==> src/common/softmax_defines.svh <==
// Softmax block constants
// Q16.16 element format, tile geometry and the exp/ln scaling constants

`ifndef SOFTMAX_DEFINES_SVH
`define SOFTMAX_DEFINES_SVH

`define SM_WIDTH    32      // Element width
`define SM_FRAC     16      // Fraction bits

`define SM_TILE     4       // Elements per tile
// Must be a multiple of SM_TILE
`define SM_TOTAL    32

// Q16.16 constants
`define SM_LN2_Q    45426   // ln 2
`define SM_LOG2E_Q  94548   // log2 e

`endif

==> src/common/softmax_pkg.sv <==
// Softmax shared types
// Element, tile and exp-sum formats plus the controller phases

`include "softmax_defines.svh"

package softmax_pkg;

    localparam int NUM_TILES = `SM_TOTAL / `SM_TILE;
    localparam int IDX_W     = (NUM_TILES > 1) ? $clog2(NUM_TILES) : 1;
    localparam int SUM_W     = `SM_WIDTH + $clog2(`SM_TOTAL + 1);

    typedef logic signed [`SM_WIDTH-1:0] elem_t;

    // Element 0 sits in the most significant slot
    typedef elem_t [0:`SM_TILE-1] tile_t;

    typedef logic [SUM_W-1:0] sum_t;   // Unsigned sum of exp values

    typedef enum logic [2:0] {
        IDLE,
        LOAD,       // Pass 0, store tiles and track max
        PASS_1,     // Exp and sum
        LN,
        PASS_2,     // Exp with ln offset, stream out
        DONE
    } phase_e;

endpackage

==> src/hdl/tile_buffer.sv <==
// Tile buffer
// One write port and one registered read port, one tile per word

`include "softmax_defines.svh"

module tile_buffer import softmax_pkg::*; (
    input  logic             clk,
    input  logic             wr_en,
    input  logic [IDX_W-1:0] wr_addr,
    input  tile_t            wr_tile,
    input  logic [IDX_W-1:0] rd_addr,
    output tile_t            rd_tile
);

    tile_t mem [NUM_TILES];

    always_ff @(posedge clk) begin
        if (wr_en)
            mem[wr_addr] <= wr_tile;
        rd_tile <= mem[rd_addr];    // Data one cycle after the address
    end

    // Address steps without a write only in a read pass.
    // No write may then land on the word being read
    a_no_rw_clash: assert property (@(posedge clk)
        (!$past(wr_en) && rd_addr != $past(rd_addr)) |-> !(wr_en && wr_addr == rd_addr));

endmodule

==> config.mk <==
export PLATFORM = sky130hd
export DESIGN_NAME = tile_buffer
export DESIGN_NICKNAME = d
export VERILOG_FILES = /design/src/common/softmax_pkg.sv /design/src/hdl/tile_buffer.sv
export VERILOG_INCLUDE_DIRS = /design/src /design/src/common
export SDC_FILE = /design/constraint.sdc
export NUM_CORES = 1
export LEC_CHECK = 0
export CORE_ASPECT_RATIO = 0.75
export CORE_MARGIN = 2
export CORE_UTILIZATION = 60
export DETAILED_ROUTE_END_ITERATION = 8
export DONT_BUFFER_PORTS = 1
export GPL_TIMING_DRIVEN = 0
export PLACE_DENSITY = 0.75
export SLEW_MARGIN = 20
export SYNTH_ARGS = -nofsm -noshare
export SYNTH_HDL_FRONTEND = slang
export SYNTH_SLANG_ARGS = --single-unit
==> constraint.sdc <==
create_clock -name clk -period 25.4 [get_ports clk]
set_input_delay 5.08 -clock clk [delete_from_list [all_inputs] [get_ports clk]]
set_output_delay 5.08 -clock clk [all_outputs]
set_load 0.1 [all_outputs]
==> results_dict.tcl <==
set metrics [dict create \
    status "finished clean" \
    skew_ps 20.4 \
    cts_made_buffers 102 \
    cts_tree "done" \
    hold_depth 2 \
    power.leakage_nw 15.5 \
    rsz0062_at_grt "false" \
    drtPass1Iterations 5 \
    instances_no_fill 2790 \
    ys_seq_elements 1152 \
    core_area_mm2 0.0684 \
    dp.final_hpwl_um 51500 \
    cts_max_level 3 \
    r2r_cells 2 \
    mostFrequentLayoutCells "edfxtp_1, mux4_2, mux2_2, dfxtp_1, clkbuf_16" \
    grt_overflow_total 0 \
    grt_start_max_net_pins 23 \
    holdBufCountCts 0 \
    yosys.area.top_type_share_pct 74.0 \
    io_buffers 0 \
    root_buffer "clkbuf_16" \
    max-vdd-ir-drop_v 0.0000722 \
    r2r-start "mem[1][42]$_DFFE_PP_" \
    drt_wl_total_um 82500 \
    drtIter0Drc 1573 \
    period_needed_ps 6800 \
    yosysSeqAreaShare_pct 80.2 \
    crit_type "register to primary output" \
    hold_slack_ps 671 \
    min_to "rd_tile[68]$_DFF_P_" \
    die-area_mm2 0.0714 \
    final.fill_count 3863 \
    grt_antenna_before_repair 1 \
    fin_crit_sh_pct 26.8 \
    critPathCaptureType "primary output" \
    reg2reg_to "rd_tile[42]$_DFF_P_" \
    hold_viol 0 \
    design_area_mm2 0.0476 \
    layout_commonest_cell "edfxtp_1" \
    synth_nets 1756 \
    grt_pass1_wl_um 121000 \
    slew_violations 0 \
    final_util_pct 69.5 \
    worst_slack_ps 18600 \
    start_kind "register" \
    grt_pass1_vias 18427 \
    antenna_cells 0 \
    rows 83 \
    die_h_um 232 \
    layout-drive-gt1-share_pct 32.3 \
    min-delay-start "mem[3][68]$_DFFE_PP_" \
    synth_area_leader_cell "edfxtp_1" \
    dieWidth_um 308 \
    place_area_mm2 0.0441 \
    yosysUniqueCellTypes 18 \
    area_growth_pct 14.5 \
    worst_pin_slew_ps 1120 \
    netlist_instances 1620 \
    avgRoutedWirePerCell_um 29.6 \
    cp_num_cells 0 \
    maxCapViolCount 0 \
    vias_per_cell 6.27 \
    fin_tns_setup_ps 0 \
    yosysWarnings 0 \
    r2r_slack_ps 24050 \
    clkTransAtPathRegs_ps 60 \
    fmax_mhz 147 \
    power_mw 4.05 \
    cts_setup_buffers 0 \
    cts_resized 0 \
    gr-usage-all-layers_pct 23.5 \
    final-setup-viol-count 0 \
    pwr_density_cell_mw_per_mm2 85.1 \
    ctsLongestPathBuffers 3 \
    critPathRequiredTime_ps 20320 \
    syn_area_per_cell_um2 25.7 \
    pre_cts_ws_ps 17960 \
    routabilityCongestion 0.692 \
    fin_nets 1945 \
    postRouteAntennaNets 0 \
    drc_errors 0 \
    clock_latency_ps 660 \
    crit_fanout 1 \
    arrival_ps 1720 \
    num_vias 17505 \
    dp.cells 2597 \
    synth_area_leaders "edfxtp_1, mux4_2, dfxtp_1, mux4_1, mux2_2" \
    syn_area_mm2 0.0416 \
    hp-class "register to register" \
    slew_headroom_pct 25.5 \
    io_pins 264 \
    start_util_pct 60.7 \
    cts_sinks 1152 \
]
==> final cells by class <==
type                            count  area [um^2]  area share [%]
Sequential cell                  1152        33300            70.0
Multi-Input combinational cell    397         7590            15.9
Clock buffer                      145         2970            6.24
Timing Repair Buffer               85         1420            2.99
Tap cell                          892         1120            2.34
Buffer                             71          707            1.49
Clock inverter                     48          478            1.00
==> report_power, final <==
part | internal, mW | leakage [nW] | switching [mW]
combinational | 0.0881 | 3.48 | 0.0753
clock | 0.898 | 1.68 | 0.661
sequential | 2.14 | 10.4 | 0.189
total | 3.13 | 15.5 | 0.926
==> flip-flops by register name (all words and copies together) (netlist names) <==
signal / flops
rd_tile: 128
mem: 1024
==> routing by layer <==
metal | vias up | track usage (%) | wire length (um) | part of all wire (%)
met3 | 145 | 5.98 | 6100 | 7.4
met2 | 652 | 39.7 | 42400 | 51
met5 | - | 0 | 0 | 0
li1 | 7330 | - | - | -
met1 | 9378 | 30.7 | 32100 | 39
met4 | 0 | 6.22 | 1860 | 2.3
==> Yosys cell counts <==
library cell,n
mux2_2,128
mux4_1,72
nor3_1,2
clkbuf_4,1
buf_8,19
nand2_1,2
clkbuf_8,13
edfxtp_1,1024
buf_12,2
nor2_1,6
mux4_2,184
dfxtp_1,128
buf_2,3
buf_6,7
clkbuf_1,12
nand2b_1,3
buf_4,1
buf_1,13
==> logic make-up (layout without fill, tap and decap cells) <==
group | after synthesis | in the layout | synth area share (%)
DFF | 1152 | 1152 | 80.2
muxes | 384 | 384 | 18.0
buffers and inverters | 71 | 349 | 1.70
and+or+nand+nor | 13 | 13 | 0.142
==> worst max path at each step <==
| stage | from | end |
|---|---|---|
| after detailed placement | wr_addr[2] | mem[0][56]$_DFFE_PP_ |
| after CTS | rd_tile[69]$_DFF_P_ | rd_tile[69] |
| after global placement | wr_addr[0] | mem[0][118]$_DFFE_PP_ |
| after global routing | rd_tile[14]$_DFF_P_ | rd_tile[14] |
| final | rd_tile[6]$_DFF_P_ | rd_tile[6] |
| after floorplan | wr_addr[0] | mem[0][0]$_DFFE_PP_ |
==> worst min-delay path: stages (launching register included) <==
cell	delay [ps]
edfxtp_1	310
mux4_1	210
mux2_2	130
Note: power is estimated with default switching activity, not from simulation.
