[config.mk]
export PLATFORM = sky130hd
export DESIGN_NAME = tile_counter
export DESIGN_NICKNAME = d
export VERILOG_FILES = /design/src/common/softmax_pkg.sv /design/src/hdl/tile_counter.sv
export VERILOG_INCLUDE_DIRS = /design/src /design/src/common
export SDC_FILE = /design/constraint.sdc
export NUM_CORES = 1
export LEC_CHECK = 0
export BUFFER_PORTS_ARGS = -buffer_cell sky130_fd_sc_hd__buf_4
export CAP_MARGIN = 20
export CELL_PAD_IN_SITES_DETAIL_PLACEMENT = 2
export CELL_PAD_IN_SITES_GLOBAL_PLACEMENT = 2
export CORE_AREA = 2 2 39 41
export DETAILED_ROUTE_END_ITERATION = 7
export DIE_AREA = 0 0 41 43
export HOLD_SLACK_MARGIN = 0.12
export MAX_ROUTING_LAYER = met4
export PLACE_DENSITY = 0.47
export SYNTH_ARGS = -nofsm -noshare
export SYNTH_HDL_FRONTEND = slang
export SYNTH_SLANG_ARGS = --single-unit
[constraint.sdc]
create_clock -name clk -period 1.5 [get_ports clk]
set_input_delay 0.3 -clock clk [delete_from_list [all_inputs] [get_ports clk]]
set_output_delay 0.3 -clock clk [all_outputs]
set_load 0.01 [all_outputs]
[src/common/softmax_defines.svh]
// Softmax block constants
// Q16.16 element format, tile geometry and the exp/ln scaling constants

`ifndef SOFTMAX_DEFINES_SVH
`define SOFTMAX_DEFINES_SVH

`define SM_WIDTH    32      // Element width
`define SM_FRAC     16      // Fraction bits

`define SM_TILE     4       // Elements per tile
// Must be a multiple of SM_TILE
`define SM_TOTAL    32

// Q16.16 constants
`define SM_LN2_Q    45426   // ln 2
`define SM_LOG2E_Q  94548   // log2 e

`endif

[src/common/softmax_pkg.sv]
// Softmax shared types
// Element, tile and exp-sum formats plus the controller phases

`include "softmax_defines.svh"

package softmax_pkg;

    localparam int NUM_TILES = `SM_TOTAL / `SM_TILE;
    localparam int IDX_W     = (NUM_TILES > 1) ? $clog2(NUM_TILES) : 1;
    localparam int SUM_W     = `SM_WIDTH + $clog2(`SM_TOTAL + 1);

    typedef logic signed [`SM_WIDTH-1:0] elem_t;

    // Element 0 sits in the most significant slot
    typedef elem_t [0:`SM_TILE-1] tile_t;

    typedef logic [SUM_W-1:0] sum_t;   // Unsigned sum of exp values

    typedef enum logic [2:0] {
        IDLE,
        LOAD,       // Pass 0, store tiles and track max
        PASS_1,     // Exp and sum
        LN,
        PASS_2,     // Exp with ln offset, stream out
        DONE
    } phase_e;

endpackage

[src/hdl/tile_counter.sv]
// Tile index counter
// Shared by the load and both read passes, wraps after the last tile

`include "softmax_defines.svh"

module tile_counter import softmax_pkg::*; (
    input  logic             clk,
    input  logic             rst_n,
    input  logic             clear,
    input  logic             step,
    output logic [IDX_W-1:0] tile_idx,
    output logic             tile_last
);

    localparam logic [IDX_W-1:0] LAST_IDX = IDX_W'(NUM_TILES - 1);

    assign tile_last = tile_idx == LAST_IDX;

    always_ff @(posedge clk) begin
        if (!rst_n) begin
            tile_idx <= '0;
        end else if (clear) begin
            tile_idx <= '0;
        end else if (step) begin
            tile_idx <= tile_last ? '0 : tile_idx + 1'b1;   // Next pass starts at 0
        end
    end

    // Clear only comes between passes, never together with a step
    a_idx_range: assert property (@(posedge clk) disable iff (!rst_n)
        !(clear && step));

endmodule

==> impl_metrics.yaml <==
status:
  status: "finished, final reports clean"
placed_design:
  portBuffers: 7
  gp_congestion: 0.560
  dp.cells: 36
layout:
  largest_register_ffs: 3
  largestRegisters: "tile_idx x3"
  n_fill_cell: 160
  diodes: 0
  instances_no_fill: 40
  area_delta_synth_final_pct: 69.3
  nets: 31
  largest-register: "tile_idx"
  drive_gt1_frac: 0.458
synthesis:
  synthCells: 13
  ys_ff_latch: 3
  synth_area_per_cell_um2: 11.0
  synth_top_area_frac: 0.421
  yosysMostFrequentCell: "dfxtp_1"
  synth_top_area_cell: "dfxtp_1"
  synth_edf_count: 0
  ys_seq_area_frac: 0.421
  syn_area_um2: 143
  syn_nets: 19
  ys.flop_type: "dfxtp_1"
  synthDistinctLibCells: 7
  yosysWarnings: 0
  synthTopCellsByCount: "3 x dfxtp_1, 2 x ha_1, 2 x mux2i_1, 2 x nand2b_1, 2 x nor2_1"
  synthArstFlopShare: 0
  yosys-top-cells-area: "dfxtp_1 42%, ha_1 18%, mux2i_1 14%, nand2b_1 8.8%, a21oi_2 6.1%"
global_route:
  top_usage_layer: "met2"
  gr-usage-met1: 0.0611
  grt.total_usage: 0.0658
  first_global_vias: 167
  grt_max_degree: 5
  grt_pass1_wl_um: 669
  met3_usage: 0.0314
  antenna_found_initial: 0
  grt_overflow: 0
  use_met2: 0.0844
worst_hold_path:
  hold_start: "step"
  worst_hold_path.endpoint: "tile_idx[1]"
  min_path_cells: 3
  min_path_type: "input port to flip-flop"
cts:
  cts_resized: 0
  clock_latency_ns: 0.23
  numCtsBuffers: 3
  holdBufCountCts: 0
  root_buffer: "clkbuf_4"
  htree_levels: 1
  cts_tree: "built"
  clockBufferDepth: 2
  cts_sinks: 3
  post_cts_buffers: 0
  clk_pin_slew_worst_paths_ns: 0.04
power:
  p_int_mw: 0.193
  power_switching_mw: 0.0505
  power.static_leakage_nw: 0.120
  p_sw_frac: 0.207
  pwr-share-seq: 0.342
  cellPowerDensity_mw_per_mm2: 1010
  ir_drop_mv: 0.159
  clkPwrFrac: 0.580
  combinationalPowerShare: 0.078
routing:
  drtIter0Drc: 0
  remaining_drc_errors: 0
  via_per_inst: 3.33
  drt-total-wl_um: 338
  wl_per_cell_um: 8.45
  antenna_left: 0
  route.vias.total: 133
  drt_first_pass_iters: 1
sta:
  fin_crit_ns: 1.40
  skew_ns: 0.00482
  max-slew-margin-rel: 0.908
  grt_setup_unrepaired: "false"
  period_share: 0.935
  tns_ns: 0
  hold_viol: 0
  worst_pin_slew_ns: 0.134
  drv_slew: 0
  setup_viol: 0
  fmax_ghz: 0.713
floorplanning:
  die-area_mm2: 0.00176
  core_mm2: 0.00138
  rows: 14
  dieHeight_um: 43
  die_w_um: 41
  initial_utilization: 0.103
  ios: 8
critical_path:
  r2r_start: "tile_idx[0]"
  crit_start: "tile_idx[0]"
  r2r_cells: 4
  r2r-end: "tile_idx[0]"
  r2r_setup_slack_ns: 0.23
  cp.required_ns: 1.20
  cp_max_fo: 4
  end_kind: "primary output"
  cp-start-kind: "flip-flop"
  cp.arrival_ns: 1.10
  crit_type: "flip-flop to primary output"
job:
  drv_cap: 0
## power by group through the flow
stage	clock network [mW]	logic, mW	registers, mW
after CTS	0.153	0.0196	0.0835
after detailed placement	0	0.0194	0.0848
after global placement	0	0.0196	0.0847
after global routing	0.158	0.0223	0.0836
after floorplan	0	0.00769	0.0852
final	0.141	0.0189	0.0834
## metrics by stage
stage / hold WS [ns] / setup WS (ns) / power [mW] / area, um^2 / utilization
2_1_floorplan: 0.452 / 0.208 / 0.0929 / 143 / -
3_3_place_gp: 0.514 / 0.247 / 0.104 / 215 / 0.156
3_5_place_dp: 0.533 / 0.237 / 0.104 / 215 / 0.156
4_1_cts: 0.351 / 0.0732 / 0.256 / 241 / 0.175
5_1_grt: 0.386 / 0.0312 / 0.263 / 241 / 0.175
6_report: 0.355 / 0.0978 / 0.244 / 241 / 0.175
## cells in the final DEF (no fill, tap or decap)
cell,instances
a21oi_2,1
buf_4,7
clkbuf_1,1
clkbuf_4,3
dfxtp_1,3
ha_1,2
mux2i_1,2
nand2b_1,2
nor2_1,2
or3b_1,1
## metal layers
metal,up-vias,part of all wire
li1,66,-
met1,57,0.42
met2,8,0.42
met3,2,0.14
met4,0,0.015
met5,-,0
## layout make-up
type	instances	area [um^2]	share of cell area
clock buffer	4	26.3	0.109
multi-input combinational	10	82.6	0.342
sequential	3	60.1	0.249
tap	16	20.0	0.0829
timing repair buffer	7	52.6	0.218
## how the worst max path moves through the flow
stage	end	slack, ns	cells past startpoint
finish	tile_last	0.1	3
global placement	tile_idx[0]	0.25	4
detailed placement	tile_idx[0]	0.24	4
floorplan	tile_idx[0]	0.21	4
CTS	tile_last	0.07	3
global route	tile_last	0.03	3
## worst max-delay path, cell delays in order (launching register included)
cell	delay, ns
dfxtp_1	0.33
ha_1	0.20
ha_1	0.19
buf_4	0.15
## logic make-up (layout without fill, tap and decap cells)
family | Yosys count | after routing | share of synthesized area
AO/OA/AOI/OAI | 1 | 1 | 0.0614
adder cells (fa/ha/maj) | 2 | 2 | 0.175
buffers and inverters | 0 | 11 | 0
flip-flops | 3 | 3 | 0.421
multiplexers | 2 | 2 | 0.140
AND/OR/NAND/NOR | 5 | 5 | 0.202
Note: power is estimated with default switching activity, not from simulation.
