### src/common/softmax_defines.svh
// Softmax block constants
// Q16.16 element format, tile geometry and the exp/ln scaling constants

`ifndef SOFTMAX_DEFINES_SVH
`define SOFTMAX_DEFINES_SVH

`define SM_WIDTH    32      // Element width
`define SM_FRAC     16      // Fraction bits

`define SM_TILE     4       // Elements per tile
// Must be a multiple of SM_TILE
`define SM_TOTAL    32

// Q16.16 constants
`define SM_LN2_Q    45426   // ln 2
`define SM_LOG2E_Q  94548   // log2 e

`endif

### src/common/softmax_pkg.sv
// Softmax shared types
// Element, tile and exp-sum formats plus the controller phases

`include "softmax_defines.svh"

package softmax_pkg;

    localparam int NUM_TILES = `SM_TOTAL / `SM_TILE;
    localparam int IDX_W     = (NUM_TILES > 1) ? $clog2(NUM_TILES) : 1;
    localparam int SUM_W     = `SM_WIDTH + $clog2(`SM_TOTAL + 1);

    typedef logic signed [`SM_WIDTH-1:0] elem_t;

    // Element 0 sits in the most significant slot
    typedef elem_t [0:`SM_TILE-1] tile_t;

    typedef logic [SUM_W-1:0] sum_t;   // Unsigned sum of exp values

    typedef enum logic [2:0] {
        IDLE,
        LOAD,       // Pass 0, store tiles and track max
        PASS_1,     // Exp and sum
        LN,
        PASS_2,     // Exp with ln offset, stream out
        DONE
    } phase_e;

endpackage

### src/softmax_math/exp_tile.sv
// Tile exp unit
// Registered exp(x - offset) per element, Mitchell style 2^t approximation

`include "softmax_defines.svh"

module exp_tile import softmax_pkg::*; (
    input  logic  clk,
    input  logic  rst_n,
    input  tile_t in_tile,
    input  elem_t offset,
    output tile_t out_tile
);

    localparam int SH_W = $clog2(`SM_WIDTH);

    function automatic elem_t exp_elem(elem_t x, elem_t off);
        logic signed [`SM_WIDTH:0] d;
        logic signed [63:0]        t;
        logic signed [63:0]        n_neg;
        logic [`SM_FRAC:0]         base;
        d = x - off;
        if (d > 0)
            d = '0;                                         // Clamp to at most 0
        t = (64'(d) * 64'(`SM_LOG2E_Q)) >>> `SM_FRAC;       // Exponent in base 2
        n_neg = -(t >>> `SM_FRAC);                          // Minus the integer part
        base = {1'b1, t[`SM_FRAC-1:0]};                     // 1 + fraction
        if (n_neg >= `SM_WIDTH)
            exp_elem = '0;                                  // Underflows to zero
        else
            exp_elem = elem_t'(base >> n_neg[SH_W-1:0]);
    endfunction

    always_ff @(posedge clk) begin
        if (!rst_n) begin
            out_tile <= '0;
        end else begin
            for (int i = 0; i < `SM_TILE; i++) begin
                out_tile[i] <= exp_elem(in_tile[i], offset);
            end
        end
    end

endmodule

### config.mk
export PLATFORM = sky130hd
export DESIGN_NAME = exp_tile
export DESIGN_NICKNAME = d
export VERILOG_FILES = /design/src/common/softmax_pkg.sv /design/src/softmax_math/exp_tile.sv
export VERILOG_INCLUDE_DIRS = /design/src /design/src/common
export SDC_FILE = /design/constraint.sdc
export NUM_CORES = 2
export LEC_CHECK = 0
export CORE_ASPECT_RATIO = 0.75
export CORE_MARGIN = 2
export CORE_UTILIZATION = 70
export DETAILED_ROUTE_END_ITERATION = 16
export DONT_BUFFER_PORTS = 1
export PLACE_DENSITY_LB_ADDON = 0.3
export SYNTH_ARGS = -nofsm -noshare
export SYNTH_HDL_FRONTEND = slang
export SYNTH_SLANG_ARGS = --single-unit
### constraint.sdc
create_clock -name clk -period 26.1 [get_ports clk]
set_clock_uncertainty 0.1 [all_clocks]
set_input_delay 2.61 -clock clk [delete_from_list [all_inputs] [get_ports clk]]
set_output_delay 2.61 -clock clk [all_outputs]
set_load 0.005 [all_outputs]
==> impl_metrics.tcl <==
set metrics [dict create \
    critPathLaunchType "input pin" \
    cts_setup_buffers 0 \
    netlist_area_mm2 0.0520 \
    grt_max_degree 44 \
    ys.flop_type "dfxtp_1" \
    crit_arrival_ns 17.22 \
    drt-wirelength-per-cell_um 20.9 \
    synth_top_area_share_pct 28.6 \
    largest_reg_flops 68 \
    fin_crit_sh_pct 65.3 \
    reg_top3 "out_tile (68)" \
    cpMostUsedCell "fa_1" \
    vias 43300 \
    h-tree-depth 3 \
    final-hold-violation-count 0 \
    syn_to_final_growth_pct 2.21 \
    dieHeight_um 240 \
    regMostFlops "out_tile" \
    slowest_stage "nor3_2" \
    cap_violations 0 \
    setup_violations 0 \
    cp_max_fo 43 \
    die-area_mm2 0.0765 \
    synth_area_leaders "fa_1 (29%), ha_1 (23%), inv_1 (7.7%)" \
    relSlewSlack_pct 17.6 \
    io_buffer_count 0 \
    ios 290 \
    place_congestion 1.01 \
    placementRows 86 \
    synthDistinctLibCells 112 \
    grt_setup_unrepaired "false" \
    synth_area_leader_cell "fa_1" \
    end_kind "register" \
    first_iter_violations 4242 \
    maxSlewViolCount 0 \
    grt_pass1_vias 42000 \
    synth_area_per_cell_um2 8.64 \
    crit_path_max_incr_delay_ns 1.04 \
    synth_common_cells "inv_1 (1071), ha_1 (972), fa_1 (744)" \
    hold_buffers 0 \
    antenna_found_initial 76 \
    path_clk_slew_ns 0.07 \
    drtAntennaViolNets 0 \
    ctsRootBufferMaster "clkbuf_16" \
    synth_cells 6019 \
    drt_wl_total_mm 145 \
    nNetsFinal 7787 \
    hpwl_mm 126 \
    yosysMostFrequentCell "inv_1" \
    grt_usage_pct 38.2 \
    synth_seq_cells 68 \
    cts_sinks 68 \
    ys_seq_area_share_pct 2.62 \
    drc 0 \
    cts_tree "built" \
    holdCritPathClass "input pin to register" \
    synth_edf_count 0 \
    initial_core_util_pct 70.8 \
    outcome "complete, no violations" \
    tightestPinTransition_ns 1.23 \
    critical_path_required_ns 26.27 \
    tns_ns 0 \
    core_area_mm2 0.0735 \
    clock_path_buffers 2 \
    grt_overflow 0 \
    yosys_warnings 0 \
    synthArstFlopShare_pct 0 \
    fin_crit_ns 17.05 \
    vias_per_cell 6.25 \
    fp.dieW_um 319 \
    first_pass_iters 6 \
    drive_above_1_share_pct 3.01 \
    cts_inserted_buffers 9 \
    crit_type "input pin to register" \
    cts-resized-gates 0 \
    grt_pass1_wl_mm 230 \
    max_clock_freq_mhz 58.6 \
]
final timing paths:
check | slack, ns | endpoint | depth (start not counted) | start
worst max-delay path | 9.05 | out_tile[35]$_SDFF_PP0_ | 40 | offset[2]
worst min-delay path | 2.28 | out_tile[0]$_SDFF_PP0_ | 1 | rst_n
cells in the final DEF (no fill, tap or decap), types with 33 or more instances in the layout:
cell type,synthesis,final
nor3_1,103,101
xnor2_1,195,192
dfxtp_1,68,68
nor2_1,322,322
inv_1,1071,1071
mux2i_1,84,83
xor2_1,102,101
o21a_1,45,45
nand3_1,97,97
nand4_1,103,103
o21ai_0,209,209
fa_1,744,744
a211oi_1,39,38
a21oi_1,329,329
buf_4,61,37
mux2_2,33,33
a21o_1,133,133
nand2b_1,42,42
nand2_1,358,358
o21bai_1,38,38
and3_1,39,39
and2_1,69,69
a31oi_1,53,53
nor2b_1,47,47
or3_1,42,42
diode_2,0,57
o211ai_1,45,45
ha_1,972,972
conb_1,1,60
layout make-up:
class                           instances  area [um^2]
Multi-Input combinational cell       4714        45800
Fill cell                            5655        20300
Inverter                             1079         4050
Sequential cell                        68         1360
Tap cell                              968         1210
Timing Repair Buffer                   37          278
Clock buffer                           11          233
Antenna cell                           57          143
Clock inverter                          4         75.1
cells by family (layout without fill, tap and decap cells):
| group | Yosys count | in the layout | synth area share [%] |
|---|---|---|---|
| buffers and inverters | 1296 | 1131 | 9.88 |
| multiplexers | 118 | 118 | 2.38 |
| other | 1 | 117 | 0.00721 |
| XOR/XNOR | 298 | 298 | 5.03 |
| adder cells (fa/ha/maj) | 1716 | 1716 | 52.0 |
| AND/OR/NAND/NOR | 1368 | 1368 | 13.3 |
| AO/OA/AOI/OAI | 1154 | 1154 | 14.7 |
| flip-flops | 68 | 68 | 2.62 |
per-stage QoR:
step	util [%]	std cells	hold slack (ns)	worst slack (ns)	area, um^2
6_report	72.3	6938	2.28	9.05	53100
5_1_grt	72.2	6915	2.27	8.09	53100
4_1_cts	72.1	6881	2.27	9.27	53000
3_5_place_dp	71.7	6866	2.69	8.90	52700
3_3_place_gp	71.7	6866	2.69	9.37	52700
2_1_floorplan	-	6078	2.65	10.97	52200
critical path: cells and delay by family:
| kind | cells | cell delay (ns) |
|---|---|---|
| compound gates | 13 | 3.84 |
| xor+xnor | 1 | 0.22 |
| fa+ha+maj | 9 | 4.05 |
| buf+inv | 5 | 1.69 |
| simple gates | 12 | 4.77 |
layer usage:
metal	part of all wire [%]	wire length, um	global-route usage [%]
met5	0.37	538	0
met1	42	61400	51.5
met3	12	17700	15.0
met4	3.7	5360	13.4
met2	41	60200	55.8
Power is not shown: default switching activity piles up to over one toggle a cycle in this logic, so the estimate is an artifact.
