==> config.mk <==
export PLATFORM = sky130hd
export DESIGN_NAME = ln_unit
export DESIGN_NICKNAME = d
export VERILOG_FILES = /design/src/common/softmax_pkg.sv /design/src/softmax_math/ln_unit.sv
export VERILOG_INCLUDE_DIRS = /design/src /design/src/common
export SDC_FILE = /design/constraint.sdc
export NUM_CORES = 1
export LEC_CHECK = 0
export ABC_CLOCK_PERIOD_IN_PS = 30700
export BUFFER_PORTS_ARGS = -buffer_cell sky130_fd_sc_hd__buf_2
export CAP_MARGIN = 20
export CORE_MARGIN = 3
export CORE_UTILIZATION = 60
export CTS_BUF_LIST = sky130_fd_sc_hd__clkbuf_4 sky130_fd_sc_hd__clkbuf_8
export DETAILED_ROUTE_END_ITERATION = 12
export PLACE_DENSITY_LB_ADDON = 0.08
export SLEW_MARGIN = 0
export SYNTH_ARGS = -nofsm -noshare
export SYNTH_HDL_FRONTEND = slang
export SYNTH_SLANG_ARGS = --single-unit
export TNS_END_PERCENT = 20
==> constraint.sdc <==
create_clock -name clk -period 30.7 [get_ports clk]
set_clock_uncertainty 0.05 [all_clocks]
set_input_delay 1.535 -clock clk [delete_from_list [all_inputs] [get_ports clk]]
set_output_delay 1.535 -clock clk [all_outputs]
set_load 0.005 [all_outputs]
==> src/common/softmax_defines.svh <==
// Softmax block constants
// Q16.16 element format, tile geometry and the exp/ln scaling constants

`ifndef SOFTMAX_DEFINES_SVH
`define SOFTMAX_DEFINES_SVH

`define SM_WIDTH    32      // Element width
`define SM_FRAC     16      // Fraction bits

`define SM_TILE     4       // Elements per tile
// Must be a multiple of SM_TILE
`define SM_TOTAL    32

// Q16.16 constants
`define SM_LN2_Q    45426   // ln 2
`define SM_LOG2E_Q  94548   // log2 e

`endif

==> src/common/softmax_pkg.sv <==
// Softmax shared types
// Element, tile and exp-sum formats plus the controller phases

`include "softmax_defines.svh"

package softmax_pkg;

    localparam int NUM_TILES = `SM_TOTAL / `SM_TILE;
    localparam int IDX_W     = (NUM_TILES > 1) ? $clog2(NUM_TILES) : 1;
    localparam int SUM_W     = `SM_WIDTH + $clog2(`SM_TOTAL + 1);

    typedef logic signed [`SM_WIDTH-1:0] elem_t;

    // Element 0 sits in the most significant slot
    typedef elem_t [0:`SM_TILE-1] tile_t;

    typedef logic [SUM_W-1:0] sum_t;   // Unsigned sum of exp values

    typedef enum logic [2:0] {
        IDLE,
        LOAD,       // Pass 0, store tiles and track max
        PASS_1,     // Exp and sum
        LN,
        PASS_2,     // Exp with ln offset, stream out
        DONE
    } phase_e;

endpackage

==> src/softmax_math/ln_unit.sv <==
// Natural log of the exp sum
// ln(s) = log2(s) * ln 2 with a linear mantissa between powers of two

`include "softmax_defines.svh"

module ln_unit import softmax_pkg::*; (
    input  logic  clk,
    input  logic  rst_n,
    input  logic  en,
    input  sum_t  sum,
    output elem_t ln_sum
);

    int                  k;         // Leading one position
    sum_t                norm;
    logic [`SM_FRAC-1:0] mant;
    logic signed [63:0]  lg;        // log2 of the sum in Q16.16
    logic signed [63:0]  prod;

    always_comb begin
        k = 0;
        for (int b = 0; b < SUM_W; b++) begin
            if (sum[b])
                k = b;
        end
        // Put the leading one at bit 16
        if (k >= `SM_FRAC)
            norm = sum >> (k - `SM_FRAC);
        else
            norm = sum << (`SM_FRAC - k);
        mant = norm[`SM_FRAC-1:0];
        lg   = ((64'(k) - 64'(`SM_FRAC)) <<< `SM_FRAC) + $signed(64'(mant));
        prod = lg * 64'(`SM_LN2_Q);
    end

    always_ff @(posedge clk) begin
        if (!rst_n)
            ln_sum <= '0;
        else if (en)
            ln_sum <= elem_t'(prod >>> `SM_FRAC);
    end

    // One strobe per vector, and never on an empty sum
    a_sum_nonzero: assert property (@(posedge clk) disable iff (!rst_n)
        en |-> sum != '0 ##1 !en);

endmodule

==> metrics.cfg, run 1 <==
[worst_setup_path]
rr_worst_depth = 3
critPathKind = input port to register
r2r_end = ln_sum[20]
slowest_delay_ns = 0.59
crit_slowest_cell = or4_1
critical_path.endpoint_type = register
r2r_slack_ns = 29.75
path_max_fanout = 32
worstPathRequired_ns = 30.85
startpoint_type = input port
cp_common_cell = inv_1
worstPathArrival_ns = 12.09
r2r_start = ln_sum[20]

[global_route]
antenna_found_initial = 0
grt_use_total = 0.321
grt_pass1_vias = 9692
grt_overflow_total = 0
grt_pass1_wl_um = 52200
grt_max_degree = 65

[detailed_routing]
drc_errors = 0
routed_wl_um = 32300
routed_via_density = 6.34
drt_iter0_drc = 913
ant_nets = 0
wire_per_inst_um = 19.9
vias = 10300
dr.pass1.iters = 10

[floorplanning]
core_um2 = 18100
die_h_um = 143
ios = 73
floorplan.die_area_um2 = 20300
fp.dieW_um = 143
initial_utilization = 0.617
num_rows = 49

[cells_and_area]
fillCellCount = 1643
largest_reg_flops = 32
final_cell_mix = inv_1 (183), ha_1 (157), nand2_1 (156)
multi_input_area_um2 = 9560
layout_commonest_cell = inv_1
top_register = ln_sum
reg_top3 = ln_sum (32)
layout.nets = 1718
n_antenna_cell = 0
drive_gt1_frac = 0.105
areaGrowthSynthToFinish_pct = 4.93
final_cell_area_um2 = 11700
final_cells = 1621
register_area_um2 = 641

[synth]
syn_nets = 1699
synthArstFlopShare = 0
synth_area_um2 = 11200
yosysWarnings = 0
yosysSeqAreaShare = 0.0572
postSynthCellCount = 1372
synth_cell_types = 88
synth-seq-cells = 32
avgSynthCellArea_um2 = 8.16
ys.flop_type = dfxtp_1
synth_edf_count = 0

[sta]
holdWs_ns = 0.399
fmax_mhz = 83.7
rsz0062_at_grt = false
finalSetupViolCount = 0
relSlewSlack = 0.335
tightest_slew_ns = 0.988
setup_tns_ns = 0
finalHoldViolations = 0
post-route-period-util = 0.389
slew_viol_final = 0
finalCriticalPeriod_ns = 11.94

[cts]
clockBufferDepth = 2
clock-sinks = 32
cts_tree = yes
ctsHoldBuffers = 0
clk_latency_ns = 0.29
cts.htree.levels = 2
cts-buffers-inserted = 5
cts_resized = 0
clkSlewWorstSetupHoldPaths_ns = 0.06
post_cts_buffers = 0
cts_root_buf = clkbuf_8

[worst_hold_path]
hold_depth = 2
min_path_type = register to register
min_to = ln_sum[27]
min-delay-start = ln_sum[27]

[status]
status = finished, final reports clean

[placed_design]
placed_area_um2 = 11700
gp_congestion = 0.974
io_buffers = 72
dp_cells = 1613
dp_hpwl_um = 26200

[flow_run]
drv_cap = 0

routing by layer:
metal | wire [um] | track usage | part of all wire | vias to the layer above
li1 | - | - | - | 4828
met2 | 14700 | 0.505 | 0.46 | 523
met5 | 0 | 0 | 0 | -
met1 | 14100 | 0.479 | 0.44 | 4877
met3 | 2910 | 0.0460 | 0.090 | 55
met4 | 535 | 0.0500 | 0.017 | 0
critical path, delay by kind of cell:
family	cells	cell delay (ns)
fa+ha+maj	9	3.75
buf+inv	8	1.32
simple gates	10	2.08
compound gates	16	3.40
cells by family (layout without fill, tap and decap cells):
family	Yosys count	in the layout	share of synthesized area
simple gates	388	388	0.168
compound gates	323	323	0.203
fa+ha+maj	286	286	0.406
buf+inv	261	281	0.0891
mux	59	59	0.0587
flops	32	32	0.0572
xor+xnor	23	23	0.0187
synth_stat cells, types with 5 or more instances:
master,count,area share
a211oi_1,16,0.011
a21boi_0,5,0.0034
a21o_1,15,0.010
a21oi_1,77,0.034
a22o_1,10,0.0078
a22oi_1,11,0.0074
a31oi_1,10,0.0056
a41oi_1,5,0.0039
and2_1,7,0.0039
and3_1,16,0.0089
buf_1,12,0.0040
buf_2,11,0.0049
clkbuf_1,49,0.016
dfxtp_1,32,0.057
fa_1,128,0.23
ha_1,158,0.18
inv_1,183,0.061
mux2i_1,51,0.046
mux4_2,5,0.010
nand2_1,156,0.052
nand2b_1,13,0.0073
nand3_1,40,0.018
nand4_1,10,0.0056
nor2_1,68,0.023
nor2b_1,17,0.0095
nor3_1,19,0.0085
nor3b_1,5,0.0034
o211ai_1,24,0.016
o21ai_0,52,0.023
o21bai_1,6,0.0040
o22ai_1,13,0.0073
o311ai_0,5,0.0039
o31ai_1,5,0.0034
or3_1,5,0.0028
xnor2_1,12,0.0094
xor2_1,10,0.0078
stage by stage:
stage                     setup slack, ns  utilization
after floorplan                     19.34            -
after global placement              18.83        0.642
after detailed placement            18.56        0.642
after CTS                           18.81        0.647
after global routing                17.80        0.647
final                               18.76        0.647
layout make-up:
cell class / count / area share
clock buffer: 6 / 0.00703
inverter: 188 / 0.0601
clock inverter: 2 / 0.000852
tap: 229 / 0.0244
timing repair buffer: 85 / 0.0390
multi-input combinational: 1079 / 0.814
sequential: 32 / 0.0545
worst max-delay path by stage:
stage / from / to / slack (ns) / cells after the start
CTS: sum[23] / ln_sum[24] / 18.81 / 43
finish: sum[8] / ln_sum[24] / 18.76 / 43
global route: sum[24] / ln_sum[24] / 17.80 / 44
global placement: sum[23] / ln_sum[29] / 18.83 / 43
floorplan: sum[28] / ln_sum[16] / 19.34 / 39
detailed placement: sum[23] / ln_sum[24] / 18.56 / 43
Power of run 1 is not shown: default switching activity piles up to over one toggle a cycle in this logic, so the estimate is an artifact.
==> run 2, diff against run 1 <==
ABC_CLOCK_PERIOD_IN_PS = 10900   (was 30700)
CORE_UTILIZATION = 59   (was 60)
clock period = 10.9 ns   (was 30.7 ns; I/O delays follow)
==> metrics.cfg, run 2 (synthesis gave the netlist of run 1 again) <==
[cts]
cts-buffers-inserted = 5
cts_tree = yes
clock-sinks = 32
cts_resized = 0
clkSlewWorstSetupHoldPaths_ns = 0.07
cts.htree.levels = 2
cts_root_buf = clkbuf_8
ctsHoldBuffers = 0
post_cts_buffers = 0
clockBufferDepth = 2
clk_latency_ns = 0.28

[global_route]
grt_overflow_total = 0
grt_pass1_wl_um = 53300
grt_max_degree = 58
grt_pass1_vias = 9979
grt_use_total = 0.324
antenna_found_initial = 0

[floorplanning]
floorplan.die_area_um2 = 20700
num_rows = 49
initial_utilization = 0.613
die_h_um = 144
core_um2 = 18300
ios = 73
fp.dieW_um = 144

[detailed_routing]
routed_wl_um = 33100
dr.pass1.iters = 6
vias = 10400
drc_errors = 0
ant_nets = 0
routed_via_density = 6.35
wire_per_inst_um = 20.3
drt_iter0_drc = 908

[worst_setup_path]
worstPathArrival_ns = 9.94
crit_family = adder cells
path_max_fanout = 15
startpoint_type = input port
crit_slowest_cell = mux4_2
critical_path.startpoint = sum[24]
r2r_start = ln_sum[20]
cp_common_cell = fa_1
critPathKind = input port to register
crit_buf_inv = 6
path_depth = 33
critical_path.endpoint_type = register
rr_worst_depth = 3
slowest_delay_ns = 0.64
worstPathRequired_ns = 11.03

[worst_hold_path]
min_path_type = register to register
hold_depth = 2
min-delay-start = ln_sum[31]

[placed_design]
io_buffers = 72
dp_hpwl_um = 26900
dp_cells = 1624
gp_congestion = 0.996

[sta]
finalSetupViolCount = 0
post-route-period-util = 0.900
fmax_mhz = 102
finalCriticalPeriod_ns = 9.81
relSlewSlack = 0.251
slew_viol_final = 0
tightest_slew_ns = 1.11
rsz0062_at_grt = false
finalHoldViolations = 0
setup_tns_ns = 0

[cells_and_area]
layout.nets = 1729
top_register = ln_sum
n_antenna_cell = 0
final_cell_mix = inv_1 (183), ha_1 (157), nand2_1 (156)
largest_reg_flops = 32
reg_top3 = ln_sum (32)
layout_commonest_cell = inv_1
drive_gt1_frac = 0.112
final_cells = 1632
areaGrowthSynthToFinish_pct = 5.84
fillCellCount = 1653

[flow_run]
drv_cap = 0

[status]
status = finished, final reports clean

## run 2: worst paths after layout
| check | end | slack [ns] |
|---|---|---|
| worst max-delay path | ln_sum[16] | 1.09 |
| worst min-delay path | ln_sum[31] | 0.40 |
| worst max register to register | ln_sum[20] | 9.93 |
| worst min register to register | ln_sum[31] | 0.40 |
## run 2: cell type report
cell class / count / area [um2] / share of cell area
multi-input cells: 1079 / 9560 / 0.807
inverters: 188 / 706 / 0.0596
flip-flops and latches: 32 / 641 / 0.0541
repair buffers: 96 / 541 / 0.0456
well taps: 229 / 287 / 0.0242
clock buffers: 5 / 68.8 / 0.00581
clock inverters: 3 / 42.5 / 0.00359
## run 2: metal layers
layer  up-vias  part of all wire  wire, um  global-route usage
met5         -                 0         0                   0
met1      4982              0.43     14200               0.440
met2       462              0.48     15800               0.554
met3        78             0.062      2070              0.0270
li1       4835                 -         -                   -
met4         0             0.032      1050              0.0986
## run 2: per-stage QoR
| step | util | hold WS (ns) | setup slack, ns | instance area (um2) |
|---|---|---|---|---|
| 2_1_floorplan | - | 0.389 | 0.530 | 11200 |
| 3_3_place_gp | 0.642 | 0.377 | 0.874 | 11700 |
| 3_5_place_dp | 0.642 | 0.388 | 0.869 | 11700 |
| 4_1_cts | 0.648 | 0.402 | 1.17 | 11800 |
| 5_1_grt | 0.648 | 0.436 | 0.516 | 11800 |
| 6_report | 0.648 | 0.396 | 1.09 | 11800 |
## run 2: worst min-delay path: stages (launching register included)
cell and delay (ns):
dfxtp_1 0.31, nand2_1 0.05, nand2_1 0.04
Power of run 2 is left out for the same reason.
