`config.mk`:
```
export PLATFORM = sky130hd
export DESIGN_NAME = tile_stats
export DESIGN_NICKNAME = d
export VERILOG_FILES = /design/src/common/softmax_pkg.sv /design/src/softmax_math/tile_stats.sv
export VERILOG_INCLUDE_DIRS = /design/src /design/src/common
export SDC_FILE = /design/constraint.sdc
export NUM_CORES = 1
export LEC_CHECK = 0
export BUFFER_PORTS_ARGS = -buffer_cell sky130_fd_sc_hd__clkbuf_2
export CORE_MARGIN = 1.5
export CORE_UTILIZATION = 58
export DETAILED_ROUTE_END_ITERATION = 16
export PLACE_DENSITY = 0.89
export SLEW_MARGIN = 30
export SYNTH_ARGS = -nofsm -noshare
export SYNTH_HDL_FRONTEND = slang
export SYNTH_SLANG_ARGS = --single-unit
export TNS_END_PERCENT = 1
```
`constraint.sdc`:
```
create_clock -name clk -period 28.1 [get_ports clk]
set_input_delay 2.81 -clock clk [delete_from_list [all_inputs] [get_ports clk]]
set_output_delay 2.81 -clock clk [all_outputs]
set_load 0.02 [all_outputs]
```
`src/common/softmax_defines.svh`:
```
// Softmax block constants
// Q16.16 element format, tile geometry and the exp/ln scaling constants

`ifndef SOFTMAX_DEFINES_SVH
`define SOFTMAX_DEFINES_SVH

`define SM_WIDTH    32      // Element width
`define SM_FRAC     16      // Fraction bits

`define SM_TILE     4       // Elements per tile
// Must be a multiple of SM_TILE
`define SM_TOTAL    32

// Q16.16 constants
`define SM_LN2_Q    45426   // ln 2
`define SM_LOG2E_Q  94548   // log2 e

`endif

```
`src/common/softmax_pkg.sv`:
```
// Softmax shared types
// Element, tile and exp-sum formats plus the controller phases

`include "softmax_defines.svh"

package softmax_pkg;

    localparam int NUM_TILES = `SM_TOTAL / `SM_TILE;
    localparam int IDX_W     = (NUM_TILES > 1) ? $clog2(NUM_TILES) : 1;
    localparam int SUM_W     = `SM_WIDTH + $clog2(`SM_TOTAL + 1);

    typedef logic signed [`SM_WIDTH-1:0] elem_t;

    // Element 0 sits in the most significant slot
    typedef elem_t [0:`SM_TILE-1] tile_t;

    typedef logic [SUM_W-1:0] sum_t;   // Unsigned sum of exp values

    typedef enum logic [2:0] {
        IDLE,
        LOAD,       // Pass 0, store tiles and track max
        PASS_1,     // Exp and sum
        LN,
        PASS_2,     // Exp with ln offset, stream out
        DONE
    } phase_e;

endpackage

```
`src/softmax_math/tile_stats.sv`:
```
// Vector statistics
// Running maximum over the input tiles and the sum of exp tiles

`include "softmax_defines.svh"

module tile_stats import softmax_pkg::*; (
    input  logic  clk,
    input  logic  rst_n,
    input  logic  clear,
    input  logic  max_en,
    input  tile_t in_tile,
    input  logic  sum_en,
    input  tile_t exp_tile_in,
    output elem_t max_val,
    output sum_t  sum
);

    localparam elem_t MOST_NEG = {1'b1, {(`SM_WIDTH-1){1'b0}}};

    elem_t tile_max;
    sum_t  tile_sum;

    always_comb begin
        elem_t e;
        tile_max = in_tile[0];
        tile_sum = '0;
        for (int i = 1; i < `SM_TILE; i++) begin
            e = in_tile[i];
            if (e > tile_max)
                tile_max = e;
        end
        for (int i = 0; i < `SM_TILE; i++) begin
            tile_sum = tile_sum + sum_t'($unsigned(exp_tile_in[i]));   // Exp values are >= 0
        end
    end

    always_ff @(posedge clk) begin
        if (!rst_n || clear) begin
            max_val <= MOST_NEG;
            sum     <= '0;
        end else begin
            if (max_en && tile_max > max_val)
                max_val <= tile_max;
            if (sum_en)
                sum <= sum + tile_sum;
        end
    end

endmodule

```
==> impl_results.md, run 1 <==
* Outcome: finished, final reports clean
* Number of global-route vias before repair at 10151
* Crit Path Class: in2reg
* Final Wtd Congestion at 1.04
* Max Clk Rate at 0.0714 GHz
* Post-synth top area share at 19.6%
* Post-Place Worst Slack at 13.61 ns
* Final Critical Period at 14.01 ns
* Avg WL per Cell at 17.6 um
* Part of the power in registers at 14.6%
* Design Power at 981 uW
* Post-CTS Setup Repair Bufs at 0
* Count leader, synth: ha_1
* Clock Tree Root: clkbuf_16
* Number of synthesized flops with an enable pin at 0
* Fraction of registers with async set/reset at 0%
* Period Utilization, post-route at 49.8%
* Clk buf depth at 2
* Dpl cells at 1723
* All-Layer GR Usage at 32.0%
* Comb pwr share at 72.6%
* CP delay by family, top: compound AO/OA/AOI/OAI gates
* Clk pwr share at 12.8%
* Slew HR at 39.8%
* Hold-fix buffers, CTS at 0
* Total routed wirelength at 30600 um
* Post-synthesis average cell area at 8.82 um^2
* Post-route setup slack at 14.09 ns
* Sw Share at 47.8%
* P_leak at 0.00656 uW
* Worst ir drop on vdd at 0.0000519 V
* Buf+Inv Stages, Crit Path at 7
* Final ANT Viol Nets at 0
* H-Tree Depth at 3
* First-pass GRT wire length at 47300 um
* TritonRoute pass-1 iters at 6
* Pins over their slew limit at 0
* Clk_skew at 0.0104 ns
* # nets final at 2027
* CTS tree: yes
* Global-route track usage on met2 at 57.8%
* Final hold vios at 0
* Row count at 49
* Setup crit end kind: flip-flop
* Num CTS Buffers at 9
* Internal power at 513 uW
* Synth-to-layout area growth at 20.9%
* Top post-synthesis cells by area: ha_1 20%, fa_1 18%, dfxtp_1 13%
* Via count at 10318
* RSZ-0062 raised after global routing: no
* Post-synth top flop: dfxtp_1
* Final number of setup-violating endpoints at 0
* Post-Syn Instances at 1193
* Busiest layer in global routing: met2
* HPWL Detailed at 25400 um
* Largest net degree at the start of global routing at 65
* Crit-path most repeated cell: a211oi_1
* Seq/Total Area, Yosys at 13.3%
* Yosys top cell by area: ha_1
* Clk slew on worst S/H paths at 0.06 ns
* Switching pwr at 469 uW
* CORE AREA at 17900 um^2
* Met3 global-route usage at 5.52%
* Syn nets at 1714
* Largest stage delay on the critical path at 0.68 ns
* CP Max Fanout at 64
* Antenna violations before repair at 0
* # diodes at 0
* DRC at 0
* Die width at 138 um
* Vias per cell at 5.93
* Yosys Warn Count at 0
* Setup TNS at 0 ns
* CP Launch Type: primary input
* Cell variety after synth at 61
* Clock sinks at 70
* Worst-Skew Late Latency at 0.35 ns
* Overflow after GRT at 0
* Grt met1 use at 36.2%
* Starting Density at 58.8%
* PortBufs at 330
* CTS resizes at 0
* Post-Syn Area at 10500 um^2
* Seq cells post-synth at 70
* Worst min path class: reg2reg
* Num ports at 331
* Pwr dens at 77.1 nW/um^2
* Post-Layout Cell Count at 1740
* Critical Path Slowest Stage Cell: nor4bb_1
* Worst-margin pin slew at 0.903 ns
* Die height at 138 um
* Share of cells above drive strength 1 at 24.4%
* Initial DRC count at 570
* Critical Path AT at 14.21 ns
* Commonest cells in the netlist: 165 x ha_1, 140 x inv_1, 95 x fa_1
* Die area at 19000 um^2
* Critical Path RT at 28.30 ns
* Max-cap violations at 0
==> metal layers <==
metal | vias up | share of wire, % | routed length (um)
met5 | - | 0 | 0
met4 | 0 | 3.9 | 1190
met3 | 85 | 8.0 | 2440
met2 | 485 | 50 | 15300
met1 | 4832 | 38 | 11700
li1 | 4916 | - | -
==> final cells by class <==
type	count	area, um^2
Timing Repair Buffer	339	1720
Tap cell	229	287
Multi-Input combinational cell	946	8460
Fill cell	1336	5180
Clock buffer	13	280
Sequential cell	70	1400
Inverter	140	526
Clock inverter	3	40.0
==> per-stage QoR <==
stage / util (%) / area [um^2] / hold slack (ns)
global route: 71.1 / 12700 / 0.545
floorplan: - / 10500 / 0.558
global placement: 69.2 / 12400 / 0.465
CTS: 71.0 / 12700 / 0.489
finish: 71.1 / 12700 / 0.500
detailed placement: 69.2 / 12400 / 0.485
==> tightest hold or removal path, stage by stage (launching register included) <==
cell and delay (ns):
dfxtp_1 0.32, o21ai_0 0.07, a21oi_1 0.06
==> flip-flops by register name, summed over array words and instances, names as in the netlist <==
name     flops
max_val     32
sum         38
==> kinds of logic (layout without fill, tap and decap cells) <==
family / after synthesis / in the layout / share of synthesized area [%]
adders and majority gates: 260 / 260 / 37.7
DFF: 70 / 70 / 13.3
muxes: 86 / 86 / 8.22
xor gates and xnor gates: 30 / 30 / 2.50
and+or+nand+nor: 265 / 265 / 12.0
buffers and inverters: 177 / 495 / 6.42
AOI/OAI and AO/OA: 305 / 305 / 19.9
==> cell usage in the layout, fill, tap and decap left out, types with 10 or more instances in the layout <==
cell,instances
nand3_1,21
o21ai_0,67
inv_1,140
ha_1,165
a221o_1,30
nor2_1,73
nor3_1,12
xnor2_1,20
a211oi_1,10
a21oi_1,70
fa_1,95
nor2b_1,14
xor2_1,10
a22o_1,31
nand2b_1,11
a21o_1,40
clkbuf_2,330
mux2i_1,83
nand4_1,26
nand2_1,74
dfxtp_1,70
==> power groups by stage <==
stage	combinational (uW)	sequential, uW	clock [uW]
CTS	708	143	126
detailed placement	698	145	0
floorplan	507	166	0
finish	712	143	126
global placement	679	144	0
global route	794	146	129
==> path summary, 6_finish.rpt <==
kind / from / to / slack [ns] / depth (start not counted)
max: in_tile[127] / max_val[31] / 14.09 / 45
min: sum[37] / sum[37] / 0.50 / 2
max reg2reg: sum[1] / sum[37] / 23.84 / 17
min reg2reg: sum[37] / sum[37] / 0.50 / 2
No activity file was read; power rests on OpenSTA's default activity.
==> run 2, diff against run 1 <==
- CORE_UTILIZATION: 58 -> 54
- PLACE_DENSITY: 0.89 -> 0.84
- clock period: 28.1 -> 13.91 ns (I/O delays scaled with it)
==> run 2 against run 1 <==
Effect of this change: sequential cell count unchanged; die area up 7.2%; worst hold slack lost 0.017 ns; critical endpoint is now max_val[28]; clock power rose by 76%; core utilization is 3.8 points lower; sequential share of layout area barely moved; design area is essentially flat; worst setup slack got worse by 13 ns; clock skew is 0.00090 ns lower; global-route usage down 2.2 points; first-iteration DRC count increased by 15%; combinational power grew 100%; largest cell class unchanged.
==> impl_results.md, run 2 (synthesized netlist as in run 1, its figures left out) <==
* Outcome: finished, final reports clean
* # diodes at 0
* Vias per cell at 5.82
* Post-route setup slack at 1.43 ns
* Crit Path Class: in2reg
* Max-cap violations at 0
* Clock Tree Root: clkbuf_16
* Die height at 143 um
* Largest net degree at the start of global routing at 41
* Setup TNS at 0 ns
* CP Launch Type: primary input
* Post-Layout Cell Count at 1772
* Fillcell total at 1573
* TritonRoute pass-1 iters at 5
* Initial DRC count at 656
* Worst hold endpoint: sum[37]
* R2R depth at 15
* Critical R2R Launch: sum[1]
* CORE AREA at 18900 um^2
* Die width at 143 um
* FF-to-FF End: sum[30]
* Biggest register: sum
* Post-CTS Setup Repair Bufs at 0
* Die area at 20300 um^2
* Hold Crit Start: sum[37]
* Worst min path class: reg2reg
* Synth-to-layout area growth at 20.8%
* Critical Path RT at 14.19 ns
* Worst-Skew Late Latency at 0.35 ns
* RSZ-0062 raised after global routing: no
* Number of global-route vias before repair at 10124
* Max Clk Rate at 0.0801 GHz
* Final ANT Viol Nets at 0
* Overflow after GRT at 0
* Top Registers: sum: 38 flops, max_val: 32 flops
* First-pass GRT wire length at 48200 um
* Critical Path Slowest Stage Cell: nand3_2
* Num CTS Buffers at 9
* Finished Cell Area at 12700 um^2
* Share of cells above drive strength 1 at 24.2%
* Commonest non-fill, non-tap cell in the layout: clkbuf_2
* Num ports at 331
* Multi-input gate area at 8460 um^2
* P_leak at 0.00654 uW
* Via count at 10306
* Dpl cells at 1756
* Reg2Reg Setup Slack at 9.70 ns
* PortBufs at 330
* Setup crit end kind: flip-flop
* Largest register FFs at 38
* Final Critical Period at 12.48 ns
* Antenna violations before repair at 0
* Hold Crit Depth at 2
* Hold-fix buffers, CTS at 0
* Sequential cell area at 1400 um^2
* HPWL Detailed at 25400 um
* Avg WL per Cell at 17.3 um
* Largest stage delay on the critical path at 0.74 ns
* Pins over their slew limit at 0
* H-Tree Depth at 3
* Clk slew on worst S/H paths at 0.06 ns
* Design Power at 1940 uW
* Period Utilization, post-route at 89.8%
* Starting Density at 55.7%
* Worst ir drop on vdd at 0.0000780 V
* CP Max Fanout at 33
* CTS tree: yes
* Final hold vios at 0
* Final number of setup-violating endpoints at 0
* Slew HR at 38.7%
* Area after DPL at 12400 um^2
* CTS resizes at 0
* All-Layer GR Usage at 29.8%
* Most frequent cells in the layout: 330 x clkbuf_2, 165 x ha_1, 140 x inv_1, 95 x fa_1, 83 x mux2i_1
* Clk buf depth at 2
* Total routed wirelength at 30600 um
* CP delay by family, top: simple AND/OR/NAND/NOR gates
* Critical Path AT at 12.77 ns
* Clk_skew at 0.00954 ns
* # nets final at 2028
* Row count at 50
* Post-Place Worst Slack at 1.37 ns
* DRC at 0
* Pwr dens at 153 nW/um^2
* Clock sinks at 70
* Worst-margin pin slew at 0.919 ns
* Buf+Inv Stages, Crit Path at 6
* Final Wtd Congestion at 0.978
run 2: changes by cell type in the layout (fill, tap and decap cells not counted), sizes merged:
cell | before | now
buf | 9 | 10
clkinvlp | 0 | 1
clkinv | 2 | 3
clkbuf | 343 | 342
bufinv | 1 | 0
run 2: worst max path at each step:
stage / from / end / slack (ns) / cells after the start
after floorplan: in_tile[111] / max_val[10] / 3.28 / 47
after global placement: in_tile[111] / max_val[31] / 1.67 / 45
after detailed placement: in_tile[111] / max_val[31] / 1.37 / 45
after CTS: in_tile[111] / max_val[28] / 1.67 / 45
after global routing: in_tile[111] / max_val[28] / 0.90 / 44
final: in_tile[111] / max_val[28] / 1.43 / 44
run 2: per-layer routing:
| layer | track usage (%) | part of all wire (%) | wire length [um] |
|---|---|---|---|
| met5 | 0 | 0 | 0 |
| met4 | 13.2 | 3.7 | 1120 |
| met3 | 3.90 | 6.9 | 2100 |
| met2 | 54.7 | 51 | 15500 |
| met1 | 34.6 | 39 | 11900 |
run 2: cell type report:
| type | count | share of cell area [%] |
|---|---|---|
| clock inverter | 4 | 0.177 |
| multi-input combinational | 946 | 66.6 |
| timing repair buffer | 340 | 13.6 |
| sequential | 70 | 11.0 |
| tap | 260 | 2.56 |
| inverter | 140 | 4.14 |
| clock buffer | 12 | 1.94 |
run 2: worst register-to-register path: stages (launching register included):
cell and delay [ns]:
dfxtp_1 0.35, inv_1 0.07, fa_1 0.46, inv_1 0.08, ha_1 0.22, a21o_1 0.18, a21o_1 0.20, a2111oi_0 0.68
o31ai_1 0.28, a31oi_1 0.43, o21ai_0 0.27, a41oi_1 0.35, o21ai_0 0.17, xor2_1 0.16, mux2i_1 0.13, nor2_1 0.05
run 2: power breakdown:
| group | leakage [uW] | internal [uW] | switching [uW] | total [uW] |
|---|---|---|---|---|
| clock network | 0.000132 | 125 | 97.1 | 222 |
| logic | 0.00583 | 634 | 797 | 1430 |
| registers | 0.000569 | 243 | 44.5 | 288 |
| total | 0.00654 | 1000 | 939 | 1940 |
run 2: metrics by stage:
step	hold WS [ns]	utilization [%]
finish	0.482	67.3
global route	0.508	67.3
CTS	0.489	67.3
detailed placement	0.481	65.8
global placement	0.467	65.8
floorplan	0.558	-
==> run 3, diff against run 2 <==
- CORE_UTILIZATION: 54 -> 40
- PLACE_DENSITY: 0.84 -> 0.62
==> run 3 against run 2 <==
Effect of this change: fmax decreased by 1.8%; design area up 0.95%; final cell count is 4.3% higher.
==> impl_results.md, run 3 (synthesized netlist as in run 1, its figures left out) <==
* CP Launch Type: primary input
* Via count at 9982
* Hold-fix buffers, CTS at 0
* Max Clk Rate at 0.0787 GHz
* Slew HR at 43.7%
* Commonest non-fill, non-tap cell in the layout: clkbuf_2
* Largest net degree at the start of global routing at 41
* TritonRoute pass-1 iters at 5
* Setup crit end kind: flip-flop
* Final ANT Viol Nets at 0
* Sw Share at 48.4%
* Initial DRC count at 399
* Antenna violations before repair at 1
* Die width at 165 um
* Pwr dens at 151 nW/um^2
* All-Layer GR Usage at 22.9%
* Critical Path Slowest Stage Cell: nor4_1
* RSZ-0062 raised after global routing: no
* Post-Place Worst Slack at 0.887 ns
* # nets final at 2028
* First-pass GRT wire length at 48700 um
* Pins over their slew limit at 0
* Row count at 59
* Worst min path class: reg2reg
* Most frequent cells in the layout: 330 x clkbuf_2, 165 x ha_1, 140 x inv_1, 95 x fa_1, 83 x mux2i_1
* Total routed wirelength at 31600 um
* Clk slew on worst S/H paths at 0.06 ns
* DRC at 0
* Internal power at 1000 uW
* Area after DPL at 12500 um^2
* Comb pwr share at 73.5%
* Outcome: finished, final reports clean
* Crit Path Class: in2reg
* Biggest register: sum
* Final Wtd Congestion at 0.910
* Worst ir drop on vdd at 0.0000813 V
* Worst-margin pin slew at 0.844 ns
* Crit-path most repeated cell: nand2_1
* Top Registers: sum: 38 flops, max_val: 32 flops
* CP delay by family, top: simple AND/OR/NAND/NOR gates
* Setup TNS at 0 ns
* CTS resizes at 0
* H-Tree Depth at 3
* Post-route setup slack at 1.20 ns
* Post-CTS Setup Repair Bufs at 0
* Final core utilization at 49.5%
* Worst-Skew Late Latency at 0.34 ns
* Post-Layout Cell Count at 1848
* Finished Cell Area at 12800 um^2
* Max-cap violations at 0
* Clock sinks at 70
* PortBufs at 330
* Final hold vios at 0
* Switching pwr at 938 uW
* Vias per cell at 5.40
* Clk buf depth at 2
* Clk_skew at 0.0139 ns
* Number of global-route vias before repair at 9834
* Num ports at 331
* Reg2Reg Setup Slack at 9.55 ns
* Part of the power in registers at 14.9%
* Share of cells above drive strength 1 at 24.3%
* P_leak at 0.00654 uW
* HPWL Detailed at 26700 um
* Critical Path RT at 14.19 ns
* Buf+Inv Stages, Crit Path at 7
* Largest register FFs at 38
* Largest stage delay on the critical path at 0.67 ns
* Starting Density at 40.6%
* Final Critical Period at 12.71 ns
* Avg WL per Cell at 17.1 um
* Fillcell total at 2600
* Period Utilization, post-route at 91.4%
* Dpl cells at 1831
* Num CTS Buffers at 9
* CTS tree: yes
* Die height at 165 um
* CORE AREA at 25900 um^2
* Synth-to-layout area growth at 21.9%
* Final number of setup-violating endpoints at 0
* Clock Tree Root: clkbuf_16
* Critical Path AT at 12.99 ns
* Die area at 27300 um^2
* CP Max Fanout at 33
* Overflow after GRT at 0
* Clk pwr share at 11.7%
[run 3: layout make-up]
type | count | area, um^2 | share of cell area, %
Antenna cell | 1 | 2.50 | 0.0195
Inverter | 140 | 526 | 4.10
Multi-Input combinational cell | 946 | 8460 | 66.0
Clock buffer | 11 | 243 | 1.89
Tap cell | 335 | 419 | 3.27
Timing Repair Buffer | 340 | 1740 | 13.6
Clock inverter | 5 | 35.0 | 0.273
Sequential cell | 70 | 1400 | 10.9
[run 3: routing by layer]
| layer | up-vias | share of wire [%] | global-route usage, % |
|---|---|---|---|
| met4 | 0 | 3.0 | 8.72 |
| met2 | 372 | 49 | 41.1 |
| met3 | 58 | 6.4 | 2.47 |
| met1 | 4639 | 42 | 27.9 |
| li1 | 4913 | - | - |
| met5 | - | 0 | 0 |
[run 3: power by group through the flow]
stage	combinational [uW]	sequential [uW]	clock, uW
after global routing	1610	296	239
final	1420	288	226
after global placement	1410	292	0
after floorplan	1020	335	0
after CTS	1430	289	231
after detailed placement	1420	293	0
[run 3: final timing paths]
path           startpoint     endpoint  depth (start not counted)
max reg2reg        sum[1]      sum[37]                         17
min reg2reg       sum[37]      sum[37]                          2
min               sum[37]      sum[37]                          2
max          in_tile[111]  max_val[15]                         47
[run 3: worst reg2reg max path: stages (launching register included)]
cell	delay [ns]
dfxtp_1	0.36
inv_1	0.07
fa_1	0.47
inv_1	0.07
ha_1	0.16
inv_1	0.06
fa_1	0.37
nor2b_1	0.17
o21a_1	0.17
o211ai_1	0.12
a21oi_1	0.34
o21ai_0	0.26
a2111oi_0	0.52
nor3_1	0.16
a21oi_1	0.29
a31oi_1	0.19
or3_1	0.37
a21oi_1	0.13
[run 3: stage by stage]
step,total power (uW),hold slack (ns)
after detailed placement,1710,0.488
after global placement,1700,0.472
final,1940,0.496
after floorplan,1360,0.558
after global routing,2140,0.532
after CTS,1950,0.496
